`src/verilog/mipsPkg.sv`:
```
package mipsPkg;

	//////////////////////////////
	// opcodes, instr[31:26]
	localparam logic [5:0] opRtype = 6'h00;
	localparam logic [5:0] opJ     = 6'h02;
	localparam logic [5:0] opBeq   = 6'h04;
	localparam logic [5:0] opBne   = 6'h05;
	localparam logic [5:0] opAddiu = 6'h09;
	localparam logic [5:0] opAndi  = 6'h0c;
	localparam logic [5:0] opOri   = 6'h0d;
	localparam logic [5:0] opLui   = 6'h0f;
	localparam logic [5:0] opLw    = 6'h23;
	localparam logic [5:0] opSw    = 6'h2b;

	// funct codes, instr[5:0] of r-type
	localparam logic [5:0] fnMfhi  = 6'h10;
	localparam logic [5:0] fnMflo  = 6'h12;
	localparam logic [5:0] fnMult  = 6'h18;
	localparam logic [5:0] fnMultu = 6'h19;
	localparam logic [5:0] fnAddu  = 6'h21;
	localparam logic [5:0] fnSubu  = 6'h23;
	localparam logic [5:0] fnAnd   = 6'h24;
	localparam logic [5:0] fnOr    = 6'h25;
	localparam logic [5:0] fnSlt   = 6'h2a;

	// fetch starts here out of reset
	localparam logic [31:0] resetPc = 32'h0000_0000;

	//////////////////////////////
	// control
	typedef enum logic [2:0] {aluAdd, aluSub, aluAnd, aluOr, aluSlt, aluLui} aluOpE;

	// writeback source, zero is the alu so a bubble is harmless
	typedef enum logic [1:0] {resAlu, resMem, resHi, resLo} resSelE;

	// all zero is a bubble
	typedef struct packed {
		logic   regWrite;
		logic   regDst;
		logic   aluSrc;
		logic   zeroExt;
		logic   memWrite;
		resSelE resultSel;
		logic   hiloWrite;
		logic   mulSigned;
		aluOpE  aluOp;
	} ctrlT;

	//////////////////////////////
	// stage payloads
	typedef struct packed {
		ctrlT        ctrl;
		logic [31:0] pc;
		logic [4:0]  rs;
		logic [4:0]  rt;
		logic [4:0]  dst;
		logic [31:0] srcA;
		logic [31:0] srcB;
		logic [31:0] imm;
	} idExT;

	typedef struct packed {
		ctrlT        ctrl;
		logic [31:0] pc;
		logic [4:0]  dst;
		logic [31:0] aluOut;
		logic [31:0] storeData;
		logic [63:0] product;
	} exMemT;

	typedef struct packed {
		ctrlT        ctrl;
		logic [31:0] pc;
		logic [4:0]  dst;
		logic [31:0] aluOut;
		logic [31:0] readData;
		logic [31:0] hi;
		logic [31:0] lo;
	} memWbT;

endpackage

```
`src/verilog/controller.sv`:
```
`timescale 1ns/1ns

module controller import mipsPkg::*; (
	input  logic [31:0] instr,
	output ctrlT        ctrl,
	output logic        isBranch,
	output logic        branchNe,
	output logic        isJump
);

	logic [5:0] op;
	logic [5:0] funct;

	assign op    = instr[31:26];
	assign funct = instr[5:0];

	always_comb begin
		// anything not listed falls out as a bubble
		ctrl     = '0;
		isBranch = 1'b0;
		branchNe = 1'b0;
		isJump   = 1'b0;
		case (op)
			opRtype: begin
				ctrl.regDst = 1'b1;
				case (funct)
					fnAddu: ctrl.regWrite = 1'b1;
					fnSubu: begin
						ctrl.regWrite = 1'b1;
						ctrl.aluOp    = aluSub;
					end
					fnAnd: begin
						ctrl.regWrite = 1'b1;
						ctrl.aluOp    = aluAnd;
					end
					fnOr: begin
						ctrl.regWrite = 1'b1;
						ctrl.aluOp    = aluOr;
					end
					fnSlt: begin
						ctrl.regWrite = 1'b1;
						ctrl.aluOp    = aluSlt;
					end
					// product lands in hi/lo, no gpr write
					fnMult: begin
						ctrl.hiloWrite = 1'b1;
						ctrl.mulSigned = 1'b1;
					end
					fnMultu: ctrl.hiloWrite = 1'b1;
					fnMfhi: begin
						ctrl.regWrite  = 1'b1;
						ctrl.resultSel = resHi;
					end
					fnMflo: begin
						ctrl.regWrite  = 1'b1;
						ctrl.resultSel = resLo;
					end
					default: ctrl = '0;
				endcase
			end
			opAddiu: begin
				ctrl.regWrite = 1'b1;
				ctrl.aluSrc   = 1'b1;
			end
			// logical immediates are zero extended
			opAndi, opOri, opLui: begin
				ctrl.regWrite = 1'b1;
				ctrl.aluSrc   = 1'b1;
				ctrl.zeroExt  = 1'b1;
				ctrl.aluOp    = (op == opAndi) ? aluAnd : (op == opOri) ? aluOr : aluLui;
			end
			opLw: begin
				ctrl.regWrite  = 1'b1;
				ctrl.aluSrc    = 1'b1;
				ctrl.resultSel = resMem;
			end
			opSw: begin
				ctrl.memWrite = 1'b1;
				ctrl.aluSrc   = 1'b1;
			end
			// branch and jump resolve in decode, ctrl stays a bubble
			opBeq: isBranch = 1'b1;
			opBne: begin
				isBranch = 1'b1;
				branchNe = 1'b1;
			end
			opJ: isJump = 1'b1;
			default: ctrl = '0;
		endcase
	end

	// no encoding both stores and writes a register
	always_comb begin
		assert final (!(ctrl.regWrite && ctrl.memWrite))
			else $error("controller: regWrite and memWrite both set");
	end

endmodule

```
`config.mk`:
```
export PLATFORM = sky130hd
export DESIGN_NAME = controller
export DESIGN_NICKNAME = d
export VERILOG_FILES = /design/src/verilog/mipsPkg.sv /design/src/verilog/controller.sv
export SDC_FILE = /design/constraint.sdc
export NUM_CORES = 1
export LEC_CHECK = 0
export BUFFER_PORTS_ARGS = -buffer_cell sky130_fd_sc_hd__buf_2
export CORE_AREA = 2 2 39 41
export DETAILED_ROUTE_END_ITERATION = 12
export DIE_AREA = 0 0 41 43
export GPL_TIMING_DRIVEN = 0
export PLACE_DENSITY = 0.78
export SLEW_MARGIN = 30
export SYNTH_ARGS = -nofsm -noshare
export SYNTH_HDL_FRONTEND = slang
export SYNTH_SLANG_ARGS = --single-unit
```
`constraint.sdc`:
```
create_clock -name vclk -period 1.5
set_clock_uncertainty 0.1 [all_clocks]
set_input_delay 0.3 -clock vclk [all_inputs]
set_output_delay 0.3 -clock vclk [all_outputs]
set_load 0.02 [all_outputs]
```
==> flow_summary.ini <==
[sta]
finalHoldViolations = 0
fin_ws_ns = -0.303
whs_ns = 0.763
rsz0062_at_grt = yes
fin_crit_ns = 1.80
post-route-period-util_pct = 120
max_freq_ghz = 0.555
finalMaxSlewViolations = 0
setup-tns-final_ns = -2.32
worst_slew_pin_slew_ns = 0.278
setup-violations-final = 12
slew_headroom_pct = 81.3

[floorplanning]
floorplan.initialDensity_pct = 22.4
die_w_um = 41
row_count = 14
die-height_um = 43
core_um2 = 1380
io_pins = 47
dieArea_um2 = 1760

[grt]
antenna_found_initial = 0
grt_pass1_wl_mm = 1.93
grt_max_degree = 9
overflow = 0
grt_pass1_vias = 469
grt_use_total_pct = 15.0

[detailed_routing]
detail-route-antenna-nets = 0
wl_per_cell_um = 12.6
route.final.wire_length_mm = 1.23
via_count = 494
via_per_inst = 5.09
drc = 0
drt_iter0_markers = 4
firstDrtPassIters = 4

[place]
dpl.hpwl_um = 801
place_area_um2 = 507
post-place-ws_ns = -0.503
gp_congestion = 0.780
dp.cells = 87
io_buffer_count = 25

[synth]
syn-num-nets = 78
avgSynthCellArea_um2 = 6.75
syn-cell-area_um2 = 310
yosys_warnings = 0
ys_types = 32
seq_area_frac_synth_pct = 0
postSynthCellCount = 46

[run_status]
status = complete, but fails checks
violations = setup timing

[finish]
mostFrequentLayoutCells = buf_4 (15), buf_6 (11), buf_2 (5)
final_common_cell = buf_4
clock_buffers = 0
final-instance-count-excl-fill = 97
antenna_cells = 0
syn2layout_area_growth_pct = 165
ff_latch_area_um2 = 0
fillers = 130
nets = 115
fin_area_um2 = 821
seq_cells = 0
drive_gt1_share_pct = 75.3

[min_path]
hold_end = ctrl[6]
hold_depth = 3
hp-class = input pin to primary output
min_from = instr[3]

[power_and_ir_drop]
peakVddDrop_v = 0.000104
p_leak_uw = 0.000321
powerDensity_nw_per_um2 = 193

[setup_path]
worstSetupStartpointType = input pin
max_stage_delay_ns = 0.42
crit_type = input pin to primary output
crit_buf_inv = 2
crit_chain = buf_12 -> nor3_4 -> nand3_4 -> or3_4 -> o21ai_2 -> buf_6
cpLargestDelayFamily = simple AND/OR/NAND/NOR gates
worstPathArrival_ns = 1.40
worstPathRequired_ns = 1.10
slowest_stage = or3_4
end_kind = primary output
crit_cells = 6
critPathMaxFanout = 3

[flow_run]
cap_violations = 0

[clock_tree]
postCtsHoldBufs = 0
## cells in the mapped netlist
| cell type | n | area (um^2) |
|---|---|---|
| xnor2_1 | 1 | 8.76 |
| or4b_1 | 1 | 10.0 |
| or3_4 | 1 | 11.3 |
| nand4bb_1 | 1 | 11.3 |
| maj3_1 | 1 | 10.0 |
| a21oi_1 | 3 | 15.0 |
| nor4b_1 | 1 | 8.76 |
| buf_4 | 1 | 7.51 |
| and2_1 | 1 | 6.26 |
| nand3_2 | 1 | 10.0 |
| buf_6 | 1 | 11.3 |
| o21bai_1 | 1 | 7.51 |
| a31oi_1 | 1 | 6.26 |
| or3b_1 | 1 | 8.76 |
| o21ai_0 | 2 | 10.0 |
| nor3b_1 | 1 | 7.51 |
| inv_1 | 2 | 7.51 |
| and3_1 | 1 | 6.26 |
| or4_1 | 1 | 7.51 |
| nor4_1 | 1 | 6.26 |
| o31ai_1 | 1 | 7.51 |
| nor3_4 | 1 | 16.3 |
| o22ai_1 | 3 | 18.8 |
| nor2_1 | 4 | 15.0 |
| nor3_1 | 2 | 10.0 |
| nand2_1 | 3 | 11.3 |
| nor3_2 | 1 | 10.0 |
| nand4b_1 | 1 | 8.76 |
| nand4_1 | 1 | 6.26 |
| o21ai_1 | 1 | 5.00 |
| nand3_1 | 1 | 5.00 |
| nand2b_1 | 3 | 18.8 |
## metrics by stage
step | utilization [%] | power, uW
after floorplan | - | 55.3
after global routing | 59.3 | 168
after detailed placement | 36.6 | 92.9
final | 59.3 | 158
after CTS | 54.1 | 148
after global placement | 36.6 | 90.8
## logic make-up (layout without fill, tap and decap cells)
kind of cell             after synthesis  count (layout)  synth area share [%]
AO/OA/AOI/OAI                         12              12                  22.6
adder cells (fa/ha/maj)                1               1                  3.23
AND/OR/NAND/NOR                       28              28                  62.9
XOR/XNOR                               1               1                  2.82
buffers and inverters                  4              39                  8.47
## how the worst max path moves through the flow
stage / start / to / slack, ns
global route: instr[29] / ctrl[5] / -0.35
CTS: instr[29] / ctrl[5] / -0.33
finish: instr[29] / ctrl[5] / -0.30
global placement: instr[30] / ctrl[6] / -0.49
detailed placement: instr[30] / ctrl[6] / -0.50
floorplan: instr[5] / ctrl[10] / -0.30
## report_power, final
part           switching (uW)  total (uW)  internal, uW  leakage (uW)
Combinational            76.5         158          81.6      0.000321
Sequential                  0           0             0             0
Clock                       0           0             0             0
Total                    76.5         158          81.6      0.000321
## what timing repair did
action                     in CTS  in global routing
gates cloned                    0                  0
pin swaps                      11                  8
gates resized for setup        53                 12
setup endpoints to repair      13                 14
buffers inserted                7                  3
## area by class of cell
| cell class | instances | area [um^2] | share of cell area [%] |
|---|---|---|---|
| multi-input cells | 42 | 432 | 52.6 |
| repair buffers | 35 | 322 | 39.2 |
| plain buffers | 2 | 40.0 | 4.88 |
| well taps | 16 | 20.0 | 2.44 |
| inverters | 2 | 7.51 | 0.915 |
## per-layer routing
layer | vias up | global-route usage [%] | wire, um
met3 | 0 | 0 | 55
met2 | 15 | 29.4 | 704
li1 | 248 | - | -
met4 | 0 | 0 | 0
met1 | 231 | 17.8 | 467
met5 | - | 0 | 0
(Power assumes the default switching activity.)
