**src/verilog/hazardIf.sv**
```systemverilog
`timescale 1ns/1ns

interface hazardIf (
	input logic clk
);
	// register numbers and stage flags, from the datapath
	logic [4:0] rsD, rtD, rsE, rtE;
	logic [4:0] dstE, dstM, dstW;
	logic       regWriteE, regWriteM, regWriteW;
	logic       memToRegE, memToRegM;
	logic       branchD;
	// interlock and bypass controls, from the hazard unit
	logic       stallF, stallD, flushE;
	logic       forwardAD, forwardBD;
	logic [1:0] forwardAE, forwardBE;

	modport hazard (
		input  clk, rsD, rtD, rsE, rtE, dstE, dstM, dstW,
		input  regWriteE, regWriteM, regWriteW, memToRegE, memToRegM, branchD,
		output stallF, stallD, flushE, forwardAD, forwardBD, forwardAE, forwardBE
	);

	modport datapath (
		output rsD, rtD, rsE, rtE, dstE, dstM, dstW,
		output regWriteE, regWriteM, regWriteW, memToRegE, memToRegM, branchD,
		input  stallF, stallD, flushE, forwardAD, forwardBD, forwardAE, forwardBE
	);
endinterface

```
**src/verilog/hazard.sv**
```systemverilog
`timescale 1ns/1ns

module hazard (
	hazardIf.hazard hz
);

	logic loadUse;
	logic branchStall;

	//////////////////////////////
	// bypass selects
	// 2'b10 memory, 2'b01 writeback, 2'b00 register file
	assign hz.forwardAE = (hz.rsE != 5'd0 && hz.rsE == hz.dstM && hz.regWriteM) ? 2'b10 :
		(hz.rsE != 5'd0 && hz.rsE == hz.dstW && hz.regWriteW) ? 2'b01 : 2'b00;
	assign hz.forwardBE = (hz.rtE != 5'd0 && hz.rtE == hz.dstM && hz.regWriteM) ? 2'b10 :
		(hz.rtE != 5'd0 && hz.rtE == hz.dstW && hz.regWriteW) ? 2'b01 : 2'b00;

	// branch compare only takes the memory stage
	assign hz.forwardAD = hz.rsD != 5'd0 && hz.rsD == hz.dstM && hz.regWriteM;
	assign hz.forwardBD = hz.rtD != 5'd0 && hz.rtD == hz.dstM && hz.regWriteM;

	//////////////////////////////
	// interlocks
	// load in execute feeding decode
	assign loadUse = hz.memToRegE && (hz.dstE == hz.rsD || hz.dstE == hz.rtD);

	// branch source still in execute, or a load in memory
	assign branchStall = hz.branchD &&
		((hz.regWriteE && hz.dstE != 5'd0 && (hz.dstE == hz.rsD || hz.dstE == hz.rtD)) ||
		(hz.memToRegM && (hz.dstM == hz.rsD || hz.dstM == hz.rtD)));

	// hold fetch and decode, bubble into execute
	assign hz.stallF = loadUse || branchStall;
	assign hz.stallD = loadUse || branchStall;
	assign hz.flushE = loadUse || branchStall;

	// a held decode leaves a bubble in execute the cycle after
	assert property (@(posedge hz.clk) hz.stallD |=> !hz.regWriteE && !hz.memToRegE)
		else $error("hazard: stallD did not leave a bubble in execute");

	// the bubble moves the load on, so load-use clears next cycle
	assert property (@(posedge hz.clk) loadUse |=> !loadUse)
		else $error("hazard: load-use stall lasted two cycles");

endmodule

```
**src/flat_wrapper.sv**
```systemverilog
// flat-port wrapper written by rule: the top's interface ports become plain ports
module hazard_flat 
  (clk, hz_rsD, hz_rtD, hz_rsE, hz_rtE, hz_dstE, hz_dstM, hz_dstW, hz_regWriteE, hz_regWriteM, hz_regWriteW, hz_memToRegE, hz_memToRegM, hz_branchD, hz_stallF, hz_stallD, hz_flushE, hz_forwardAD, hz_forwardBD, hz_forwardAE, hz_forwardBE);
  hazardIf hz_i (.clk(clk));
  input wire logic clk;
  input wire logic [$bits(hz_i.rsD)-1:0] hz_rsD;
  input wire logic [$bits(hz_i.rtD)-1:0] hz_rtD;
  input wire logic [$bits(hz_i.rsE)-1:0] hz_rsE;
  input wire logic [$bits(hz_i.rtE)-1:0] hz_rtE;
  input wire logic [$bits(hz_i.dstE)-1:0] hz_dstE;
  input wire logic [$bits(hz_i.dstM)-1:0] hz_dstM;
  input wire logic [$bits(hz_i.dstW)-1:0] hz_dstW;
  input wire logic [$bits(hz_i.regWriteE)-1:0] hz_regWriteE;
  input wire logic [$bits(hz_i.regWriteM)-1:0] hz_regWriteM;
  input wire logic [$bits(hz_i.regWriteW)-1:0] hz_regWriteW;
  input wire logic [$bits(hz_i.memToRegE)-1:0] hz_memToRegE;
  input wire logic [$bits(hz_i.memToRegM)-1:0] hz_memToRegM;
  input wire logic [$bits(hz_i.branchD)-1:0] hz_branchD;
  output wire logic [$bits(hz_i.stallF)-1:0] hz_stallF;
  output wire logic [$bits(hz_i.stallD)-1:0] hz_stallD;
  output wire logic [$bits(hz_i.flushE)-1:0] hz_flushE;
  output wire logic [$bits(hz_i.forwardAD)-1:0] hz_forwardAD;
  output wire logic [$bits(hz_i.forwardBD)-1:0] hz_forwardBD;
  output wire logic [$bits(hz_i.forwardAE)-1:0] hz_forwardAE;
  output wire logic [$bits(hz_i.forwardBE)-1:0] hz_forwardBE;
  assign hz_i.rsD = hz_rsD;
  assign hz_i.rtD = hz_rtD;
  assign hz_i.rsE = hz_rsE;
  assign hz_i.rtE = hz_rtE;
  assign hz_i.dstE = hz_dstE;
  assign hz_i.dstM = hz_dstM;
  assign hz_i.dstW = hz_dstW;
  assign hz_i.regWriteE = hz_regWriteE;
  assign hz_i.regWriteM = hz_regWriteM;
  assign hz_i.regWriteW = hz_regWriteW;
  assign hz_i.memToRegE = hz_memToRegE;
  assign hz_i.memToRegM = hz_memToRegM;
  assign hz_i.branchD = hz_branchD;
  assign hz_stallF = hz_i.stallF;
  assign hz_stallD = hz_i.stallD;
  assign hz_flushE = hz_i.flushE;
  assign hz_forwardAD = hz_i.forwardAD;
  assign hz_forwardBD = hz_i.forwardBD;
  assign hz_forwardAE = hz_i.forwardAE;
  assign hz_forwardBE = hz_i.forwardBE;
  hazard u_core (.hz(hz_i));
endmodule
```
**config.mk**
```make
export PLATFORM = sky130hd
export DESIGN_NAME = hazard_flat
export DESIGN_NICKNAME = d
export VERILOG_FILES = /design/src/verilog/hazardIf.sv /design/src/verilog/hazard.sv /design/src/flat_wrapper.sv
export SDC_FILE = /design/constraint.sdc
export NUM_CORES = 1
export LEC_CHECK = 0
export ABC_AREA = 1
export BUFFER_PORTS_ARGS = -buffer_cell sky130_fd_sc_hd__buf_2
export CORE_UTILIZATION = 48
export DETAILED_ROUTE_END_ITERATION = 10
export PLACE_DENSITY = 0.9
export SLEW_MARGIN = 20
export SYNTH_ARGS = -nofsm -noshare
export SYNTH_HDL_FRONTEND = slang
export SYNTH_SLANG_ARGS = --single-unit
```
**constraint.sdc**
```tcl
create_clock -name vclk -period 1.1
set_input_delay 0.11 -clock vclk [all_inputs]
set_output_delay 0.11 -clock vclk [all_outputs]
set_load 0.01 [all_outputs]
```
==> results of run 1 <==
where the power goes:
group | leakage [nW] | internal [W] | switching [W] | total (W)
clock network | 0 | 0 | 0 | 0
registers | 0 | 0 | 0 | 0
logic | 0.742 | 0.000201 | 0.000228 | 0.000429
cell type report:
type,count,area [um2],area share [%]
inverters,34,138,11.7
multi-input cells,137,672,57.0
well taps,16,20.0,1.70
repair buffers,50,349,29.6
cells in the final DEF, fill, tap and decap left out, types with 2 or more instances in the layout:
master | synthesis | routed
nand2_1 | 66 | 59
nor2_1 | 28 | 26
buf_4 | 2 | 3
buf_8 | 0 | 2
xnor2_1 | 5 | 5
nor3_1 | 5 | 4
o22ai_1 | 4 | 4
buf_6 | 0 | 9
nand4_1 | 3 | 3
inv_2 | 2 | 7
xor2_1 | 5 | 5
inv_1 | 32 | 24
inv_4 | 0 | 2
nor3_2 | 1 | 2
nand2_2 | 0 | 6
a21oi_1 | 2 | 2
o21ai_0 | 5 | 5
nand3_1 | 10 | 9
buf_2 | 0 | 35
nor2_4 | 0 | 2
cells by family after synthesis:
kind of cell              after synthesis
xor gates and xnor gates               10
buffers and inverters                  36
AOI/OAI and AO/OA                      12
and+or+nand+nor                       115
per-layer routing:
metal  part of all wire, %  vias up  global-route usage [%]
li1                      -      626                       -
met1                    43      498                    35.0
met2                    53       32                    39.7
met3                   3.6        0                       0
met4                     0        0                    4.52
met5                     0        -                       0
final timing paths:
check	endpoint	cells past startpoint
hold / removal	hz_forwardAD	4
setup / recovery	hz_flushE	10
what timing repair did:
action	in CTS	in global routing
buffers inserted	0	0
resized for setup	0	56
endpoints found under the setup margin	0	7
through the flow:
stage	cell area, um2	total power [W]	hold WS [ns]
after global placement	1020	0.000343	0.585
after CTS	1020	0.000349	0.582
final	1180	0.000429	0.580
after global routing	1180	0.000476	0.614
after floorplan	767	0.000197	0.337
after detailed placement	1020	0.000347	0.580
==> flow_summary_export.csv, run 1 <==
group,metric,value,unit
run_status,status,"finished, final reports clean",
power,ir_worst_vdd,0.240,mV
layout,clock_buffers,0,
floorplanning,die_height,42.0,um
routing,post_drt_wl_per_cell,10.2,um
sta,slew_headroom,85.3,%
layout,seq_cells,0,
critical_path,path_cells,"buf_4 -> inv_1 -> nand2_1 -> nand2_2 -> nor2_4 -> nand3_2 -> nand2_1 -> nand2_1 -> nand2_2 -> buf_6",
routing,vias_per_cell,4.88,
place,portBuffers,50,
critical_path,slowest_delay,0.11,ns
sta,tightest_slew,0.218,ns
logic_synthesis,synth_top_area_share,32.3,%
sta,hold_violations,0,
logic_synthesis,synthTopCellsByArea,"nand2_1 (32%), inv_1 (16%), nor2_1 (14%)",
worst_hold_path,min-delay-start,"hz_regWriteM",
layout,diodes,0,
critical_path,cp.required,0.99,ns
critical_path,crit_start,"hz_rsD[1]",
floorplanning,core_area,1510,um2
routing,routed_wl,2410,um
routing,drt_first_pass_iters,5,
floorplanning,start_util,50.9,%
global_route,grt_pass1_wl,3510,um
logic_synthesis,synth_mux_area_share,0,%
global_route,grt_max_degree,6,
logic_synthesis,yosys.area_share.simple,61.2,%
place,place.gp.congestion,0.831,
logic_synthesis,netlist_instances,173,
critical_path,cpMostUsedCell,"nand2_1",
routing,drt_iter0_drc,28,
layout,post-route-util,78.2,%
logic_synthesis,yosysSeqAreaShare,0,%
critical_path,startpoint_type,"input port",
critical_path,end_kind,"output pin",
global_route,grt-ovfl-total,0,
routing,num_vias,1156,
place,place_inst,237,
routing,drtAntennaViolNets,0,
layout,synthToLayoutAreaGrowth,53.7,%
layout,regArea,0,um2
logic_synthesis,synthAdderAreaFrac,0,%
logic_synthesis,synth_warnings,0,
sta,max_freq,930,MHz
logic_synthesis,synth_compound_area_share,8.81,%
layout,drive_gt1_share,33.0,%
layout,nets,265,
layout,fillers,129,
place,pre_cts_slack,0.0177,ns
global_route,grt_pass1_vias,908,
power,p_leak,0.742,nW
logic_synthesis,syn-cell-area,767,um2
floorplanning,die-area,1760,um2
critical_path,slowest_stage,"buf_4",
worst_hold_path,min_path_type,"in2out",
sta,min_period,1.08,ns
routing,drc_errors,0,
power,p_per_area,364,nW/um2
critical_path,worstPathArrival,0.97,ns
logic_synthesis,synth_top_cells_by_count,"nand2_1 (66), inv_1 (32), nor2_1 (28)",
logic_synthesis,synthMostInstantiatedCell,"nand2_1",
flow_run,cap_violations,0,
global_route,antenna_found_initial,0,
sta,slew_viol_final,0,
sta,fin_tns_setup,0,ns
critical_path,worstPathMaxFanout,4,
layout,fin_cells,237,
sta,finalWorstSetupSlack,0.0242,ns
logic_synthesis,synth_cell_type_count,17,
logic_synthesis,synth_nets,215,
cts,cts_hold_buffers,0,
floorplanning,io_pins,51,
global_route,track_usage,23.9,%
sta,period_share,97.8,%
logic_synthesis,synth_top_family_by_area,"simple AND/OR/NAND/NOR gates",
critical_path,path_buf_inv,3,
critical_path,crit_family,"simple AND/OR/NAND/NOR gates",
floorplanning,core.rowCount,14,
place,dp_hpwl,1800,um
sta,setup_viol,0,
floorplanning,die_w,42.0,um
logic_synthesis,yosys.area.top_type,"nand2_1",
critical_path,crit_type,"in2out",
logic_synthesis,synth_xor_area_share,11.4,%
logic_synthesis,syn_avg_cell_area,4.43,um2
No activity file was read; power rests on OpenSTA's default activity.
==> run 2, diff against run 1 <==
--- a/config.mk
+++ b/config.mk
@@ -5,11 +5,11 @@
 export SDC_FILE = /design/constraint.sdc
 export NUM_CORES = 1
 export LEC_CHECK = 0
-export ABC_AREA = 1
+export ABC_AREA = 0
 export BUFFER_PORTS_ARGS = -buffer_cell sky130_fd_sc_hd__buf_2
-export CORE_UTILIZATION = 48
+export CORE_UTILIZATION = 30
 export DETAILED_ROUTE_END_ITERATION = 10
-export PLACE_DENSITY = 0.9
+export PLACE_DENSITY = 0.65
 export SLEW_MARGIN = 20
 export SYNTH_ARGS = -nofsm -noshare
 export SYNTH_HDL_FRONTEND = slang
==> flow_summary_export.csv, run 2 <==
group,metric,value,unit
power,pwr-share-seq,0,%
sta,slew_viol_final,0,
routing,drt_first_pass_iters,4,
logic_synthesis,synth_nets,117,
logic_synthesis,synth_top_cells_by_count,"xnor2_1 (27), xor2_1 (13), nor3_1 (5)",
power,intPower,0.000242,W
layout,nets,181,
floorplanning,die_height,46.8,um
sta,slew_headroom,80.8,%
sta,max_freq,702,MHz
floorplanning,core_area,1800,um2
critical_path,cp.required,0.99,ns
critical_path,crit_type,"in2out",
logic_synthesis,synth_warnings,0,
logic_synthesis,syn-cell-area,602,um2
logic_synthesis,synth_top_area_share,39.3,%
power,switchingPower,0.000198,W
layout,post-route-util,64.4,%
floorplanning,die-area,2190,um2
cts,cts_hold_buffers,0,
critical_path,startpoint_type,"input port",
place,place_inst,160,
sta,period_share,130,%
power,p_per_area,379,nW/um2
routing,drt_iter0_drc,2,
layout,final_cell_mix,"buf_2 (38), xnor2_1 (21), buf_4 (16)",
place,dp_hpwl,1710,um
global_route,track_usage,18.0,%
logic_synthesis,synthMostInstantiatedCell,"xnor2_1",
sta,grt_setup_unrepaired,"true",
routing,num_vias,781,
layout,final_common_cell,"buf_2",
sta,setup_viol,9,
routing,vias_per_cell,4.82,
routing,routed_wl,2080,um
critical_path,worstPathMaxFanout,2,
floorplanning,start_util,33.4,%
run_status,status,"finished, violations left",
layout,regArea,0,um2
global_route,grt_pass1_wl,2950,um
logic_synthesis,yosys.area.top_type,"xnor2_1",
layout,drive_gt1_share,61.3,%
place,portBuffers,50,
power,p_clk_share,0,%
layout,fin_cells,162,
sta,min_period,1.42,ns
global_route,grt_max_degree,5,
layout,multi_input_comb_area,683,um2
logic_synthesis,yosysSeqAreaShare,0,%
logic_synthesis,synth_cell_type_count,17,
logic_synthesis,synthTopCellsByArea,"xnor2_1 (39%), xor2_1 (19%), nor4_2 (8.3%)",
routing,drtAntennaViolNets,0,
run_status,violations,"negative setup slack",
layout,synthToLayoutAreaGrowth,92.7,%
global_route,grt-ovfl-total,0,
place,place.gp.congestion,0.801,
global_route,antenna_found_initial,0,
routing,post_drt_wl_per_cell,12.9,um
power,pwr-share-comb,100.0,%
global_route,grt_pass1_vias,744,
sta,tightest_slew,0.285,ns
sta,hold_violations,0,
sta,finalWorstSetupSlack,-0.325,ns
critical_path,worstPathArrival,1.31,ns
critical_path,end_kind,"output pin",
flow_run,cap_violations,0,
layout,fillers,163,
floorplanning,core.rowCount,15,
place,pre_cts_slack,-0.307,ns
logic_synthesis,syn_avg_cell_area,8.02,um2
logic_synthesis,netlist_instances,75,
layout,seq_cells,0,
power,p_leak,0.508,nW
power,ir_worst_vdd,0.205,mV
floorplanning,io_pins,51,
routing,drc_errors,0,
power,switching_share,44.9,%
sta,fin_tns_setup,-1.14,ns
layout,diodes,0,
worst_hold_path,min_path_type,"in2out",
layout,clock_buffers,0,
floorplanning,die_w,46.8,um
==> run 2: changes by cell type after synthesis, moves of 7 or more <==
cell and change:
nand2_1 -63, inv_1 -32, nor2_1 -27, xnor2_1 +22, xor2_1 +8, nand3_1 -7
==> run 2: power by group through the flow <==
stage                     registers [W]  clock network [W]  logic [W]
after global placement                0                  0   0.000352
after CTS                             0                  0   0.000395
after floorplan                       0                  0   0.000177
after global routing                  0                  0   0.000473
after detailed placement              0                  0   0.000362
final                                 0                  0   0.000440
==> run 2: final timing paths <==
| check | startpoint | to | slack [ns] | depth (start not counted) |
|---|---|---|---|---|
| max | hz_rsE[1] | hz_forwardAE[0] | -0.32 | 6 |
| min | hz_regWriteW | hz_forwardAE[0] | 0.57 | 4 |
==> run 2: logic make-up (layout without fill, tap and decap cells) <==
kind of cell / Yosys count / after routing / synth area share, %
AO/OA/AOI/OAI: 6 / 6 / 7.48
XOR/XNOR: 40 / 40 / 58.2
buffers and inverters: 3 / 65 / 3.12
AND/OR/NAND/NOR: 26 / 26 / 31.2
==> run 2: layout make-up <==
cell class                      count  area share [%]
Timing Repair Buffer               65            38.4
Multi-Input combinational cell     72            58.9
Tap cell                           25            2.70
==> run 2: routing by layer <==
layer	part of all wire (%)	GRT usage, %	up-vias
met5	0	0	-
met4	0	1.71	0
met3	7.9	1.15	0
met2	51	36.4	46
met1	41	21.2	345
li1	-	-	390
==> run 2: worst max-delay path, cell delays in order <==
cell and delay (ns):
buf_6 0.09, or4_4 0.54, nor2_4 0.13, nor4_4 0.06, nor4_2 0.21, buf_2 0.17
==> run 2: stage by stage <==
| step | hold slack (ns) | total power (W) | instance area, um2 |
|---|---|---|---|
| 3_3_place_gp | 0.570 | 0.000352 | 976 |
| 2_1_floorplan | 0.324 | 0.000177 | 617 |
| 3_5_place_dp | 0.574 | 0.000362 | 976 |
| 4_1_cts | 0.576 | 0.000395 | 1060 |
| 6_report | 0.574 | 0.000440 | 1160 |
| 5_1_grt | 0.590 | 0.000473 | 1160 |
==> run 2: what timing repair did <==
| item | 4_1_cts | 5_1_grt |
|---|---|---|
| pin swaps | 7 | 11 |
| buffers inserted | 2 | 1 |
| resized for setup | 18 | 17 |
| endpoints found under the setup margin | 9 | 9 |
| hold endpoints to repair | 0 | 0 |
==> run 3, diff against run 2 <==
--- a/config.mk
+++ b/config.mk
@@ -7,9 +7,10 @@
 export LEC_CHECK = 0
 export ABC_AREA = 0
 export BUFFER_PORTS_ARGS = -buffer_cell sky130_fd_sc_hd__buf_2
-export CORE_UTILIZATION = 30
+export CORE_MARGIN = 5
+export CORE_UTILIZATION = 44
 export DETAILED_ROUTE_END_ITERATION = 10
-export PLACE_DENSITY = 0.65
+export PLACE_DENSITY = 0.9
 export SLEW_MARGIN = 20
 export SYNTH_ARGS = -nofsm -noshare
 export SYNTH_HDL_FRONTEND = slang
==> flow_summary_export.csv, run 3 (synthesis results as in run 2) <==
group,metric,value,unit
floorplanning,core_area,1300,um2
sta,min_period,1.43,ns
place,place_area,948,um2
place,pre_cts_slack,-0.315,ns
routing,drt_iter0_drc,14,
layout,synthToLayoutAreaGrowth,101,%
layout,fin_cells,150,
worst_hold_path,min_path_cells,4,
sta,tightest_slew,0.288,ns
layout,clock_buffers,0,
sta,hold_violations,0,
power,switchingPower,0.000226,W
sta,slew_viol_final,0,
sta,max_freq,701,MHz
floorplanning,die_w,47.0,um
routing,drt_first_pass_iters,4,
place,place_inst,148,
routing,num_vias,886,
place,place.gp.congestion,0.776,
power,intPower,0.000260,W
run_status,violations,"negative setup slack",
sta,period_share,130,%
layout,finalInstanceArea,1210,um2
global_route,antenna_found_initial,0,
sta,finalWorstSetupSlack,-0.327,ns
power,pwr-share-comb,100.0,%
critical_path,end_kind,"output pin",
routing,post_drt_wl_per_cell,20.2,um
sta,fin_tns_setup,-1.20,ns
routing,routed_wl,3030,um
critical_path,startpoint_type,"input port",
layout,final_common_cell,"buf_2",
critical_path,slowest_delay,0.53,ns
critical_path,crit_type,"in2out",
floorplanning,io_pins,51,
floorplanning,die-area,2210,um2
critical_path,crit_family,"simple AND/OR/NAND/NOR gates",
global_route,grt_pass1_wl,3350,um
worst_hold_path,min-delay-start,"hz_regWriteW",
global_route,grt_max_degree,5,
power,ir_worst_vdd,0.271,mV
flow_run,cap_violations,0,
layout,drive_gt1_share,64.4,%
global_route,grt-ovfl-total,0,
power,p_clk_share,0,%
critical_path,path_cells,"buf_6 -> or4_4 -> nor2_4 -> nor4_4 -> nor4_2 -> buf_2",
routing,vias_per_cell,5.91,
layout,diodes,0,
routing,drc_errors,0,
critical_path,worstPathArrival,1.32,ns
floorplanning,core.rowCount,13,
layout,seq_cells,0,
cts,cts_hold_buffers,0,
sta,setup_viol,9,
routing,drtAntennaViolNets,0,
worst_hold_path,holdPathEnd,"hz_forwardAE[0]",
sta,grt_setup_unrepaired,"true",
run_status,status,"finished, violations left",
floorplanning,die_height,47.0,um
critical_path,worstPathMaxFanout,2,
place,dp_hpwl,1770,um
critical_path,slowest_stage,"or4_4",
power,switching_share,46.5,%
worst_hold_path,min_path_type,"in2out",
sta,slew_headroom,80.7,%
layout,nets,179,
layout,final_cell_mix,"buf_2 (33), xnor2_1 (18), buf_6 (14)",
power,p_per_area,402,nW/um2
power,p_leak,0.535,nW
global_route,track_usage,20.0,%
critical_path,path_buf_inv,2,
floorplanning,start_util,46.2,%
power,pwr-share-seq,0,%
global_route,grt_pass1_vias,814,
critical_path,cp.required,0.99,ns
layout,regArea,0,um2
place,portBuffers,50,
sta,timing.hold.ws,0.598,ns
==> run 3: power groups by stage <==
stage / Clock [W] / Sequential (W) / Combinational (W)
2_1_floorplan: 0 / 0 / 0.000177
4_1_cts: 0 / 0 / 0.000393
3_5_place_dp: 0 / 0 / 0.000357
3_3_place_gp: 0 / 0 / 0.000344
5_1_grt: 0 / 0 / 0.000512
6_report: 0 / 0 / 0.000486
==> run 3: worst min-delay path: cells and delay by family <==
family                 cells  cell delay (ns)
AND/OR/NAND/NOR            2             0.14
buffers and inverters      2             0.24
==> run 3: repair_timing <==
action                     in CTS  in global routing
setup endpoints to repair       9                  9
pin swaps                       9                  6
buffers inserted                2                  1
resized for setup              22                 31
==> run 3: worst max-delay path by stage <==
stage / start / to / slack (ns) / cells after the start
2_1_floorplan: hz_rsE[1] / hz_forwardAE[0] / -0.15 / 4
3_3_place_gp: hz_rsE[1] / hz_forwardAE[0] / -0.28 / 6
3_5_place_dp: hz_rtE[0] / hz_forwardBE[0] / -0.31 / 6
4_1_cts: hz_rtE[0] / hz_forwardBE[0] / -0.32 / 6
5_1_grt: hz_rtE[0] / hz_forwardBE[0] / -0.41 / 6
6_report: hz_rtE[0] / hz_forwardBE[0] / -0.33 / 6
==> run 3: cell type report <==
type | count | area [um2]
repair buffers | 63 | 470
fillers | 49 | 91.3
well taps | 15 | 18.8
multi-input cells | 72 | 721
==> run 3: per-stage QoR <==
step / util, % / total power, W
3_3_place_gp: 72.9 / 0.000344
2_1_floorplan: - / 0.000177
5_1_grt: 93.0 / 0.000512
6_report: 93.0 / 0.000486
4_1_cts: 80.6 / 0.000393
3_5_place_dp: 72.9 / 0.000357
==> run 3: layer usage <==
metal | part of all wire [%] | global-route usage [%] | routed length (um) | up-vias
met4 | 4.1 | 1.10 | 124 | 0
met3 | 12 | 3.07 | 373 | 16
met1 | 35 | 24.3 | 1070 | 409
met5 | 0 | 0 | 0 | -
li1 | - | - | - | 388
met2 | 48 | 38.2 | 1460 | 73
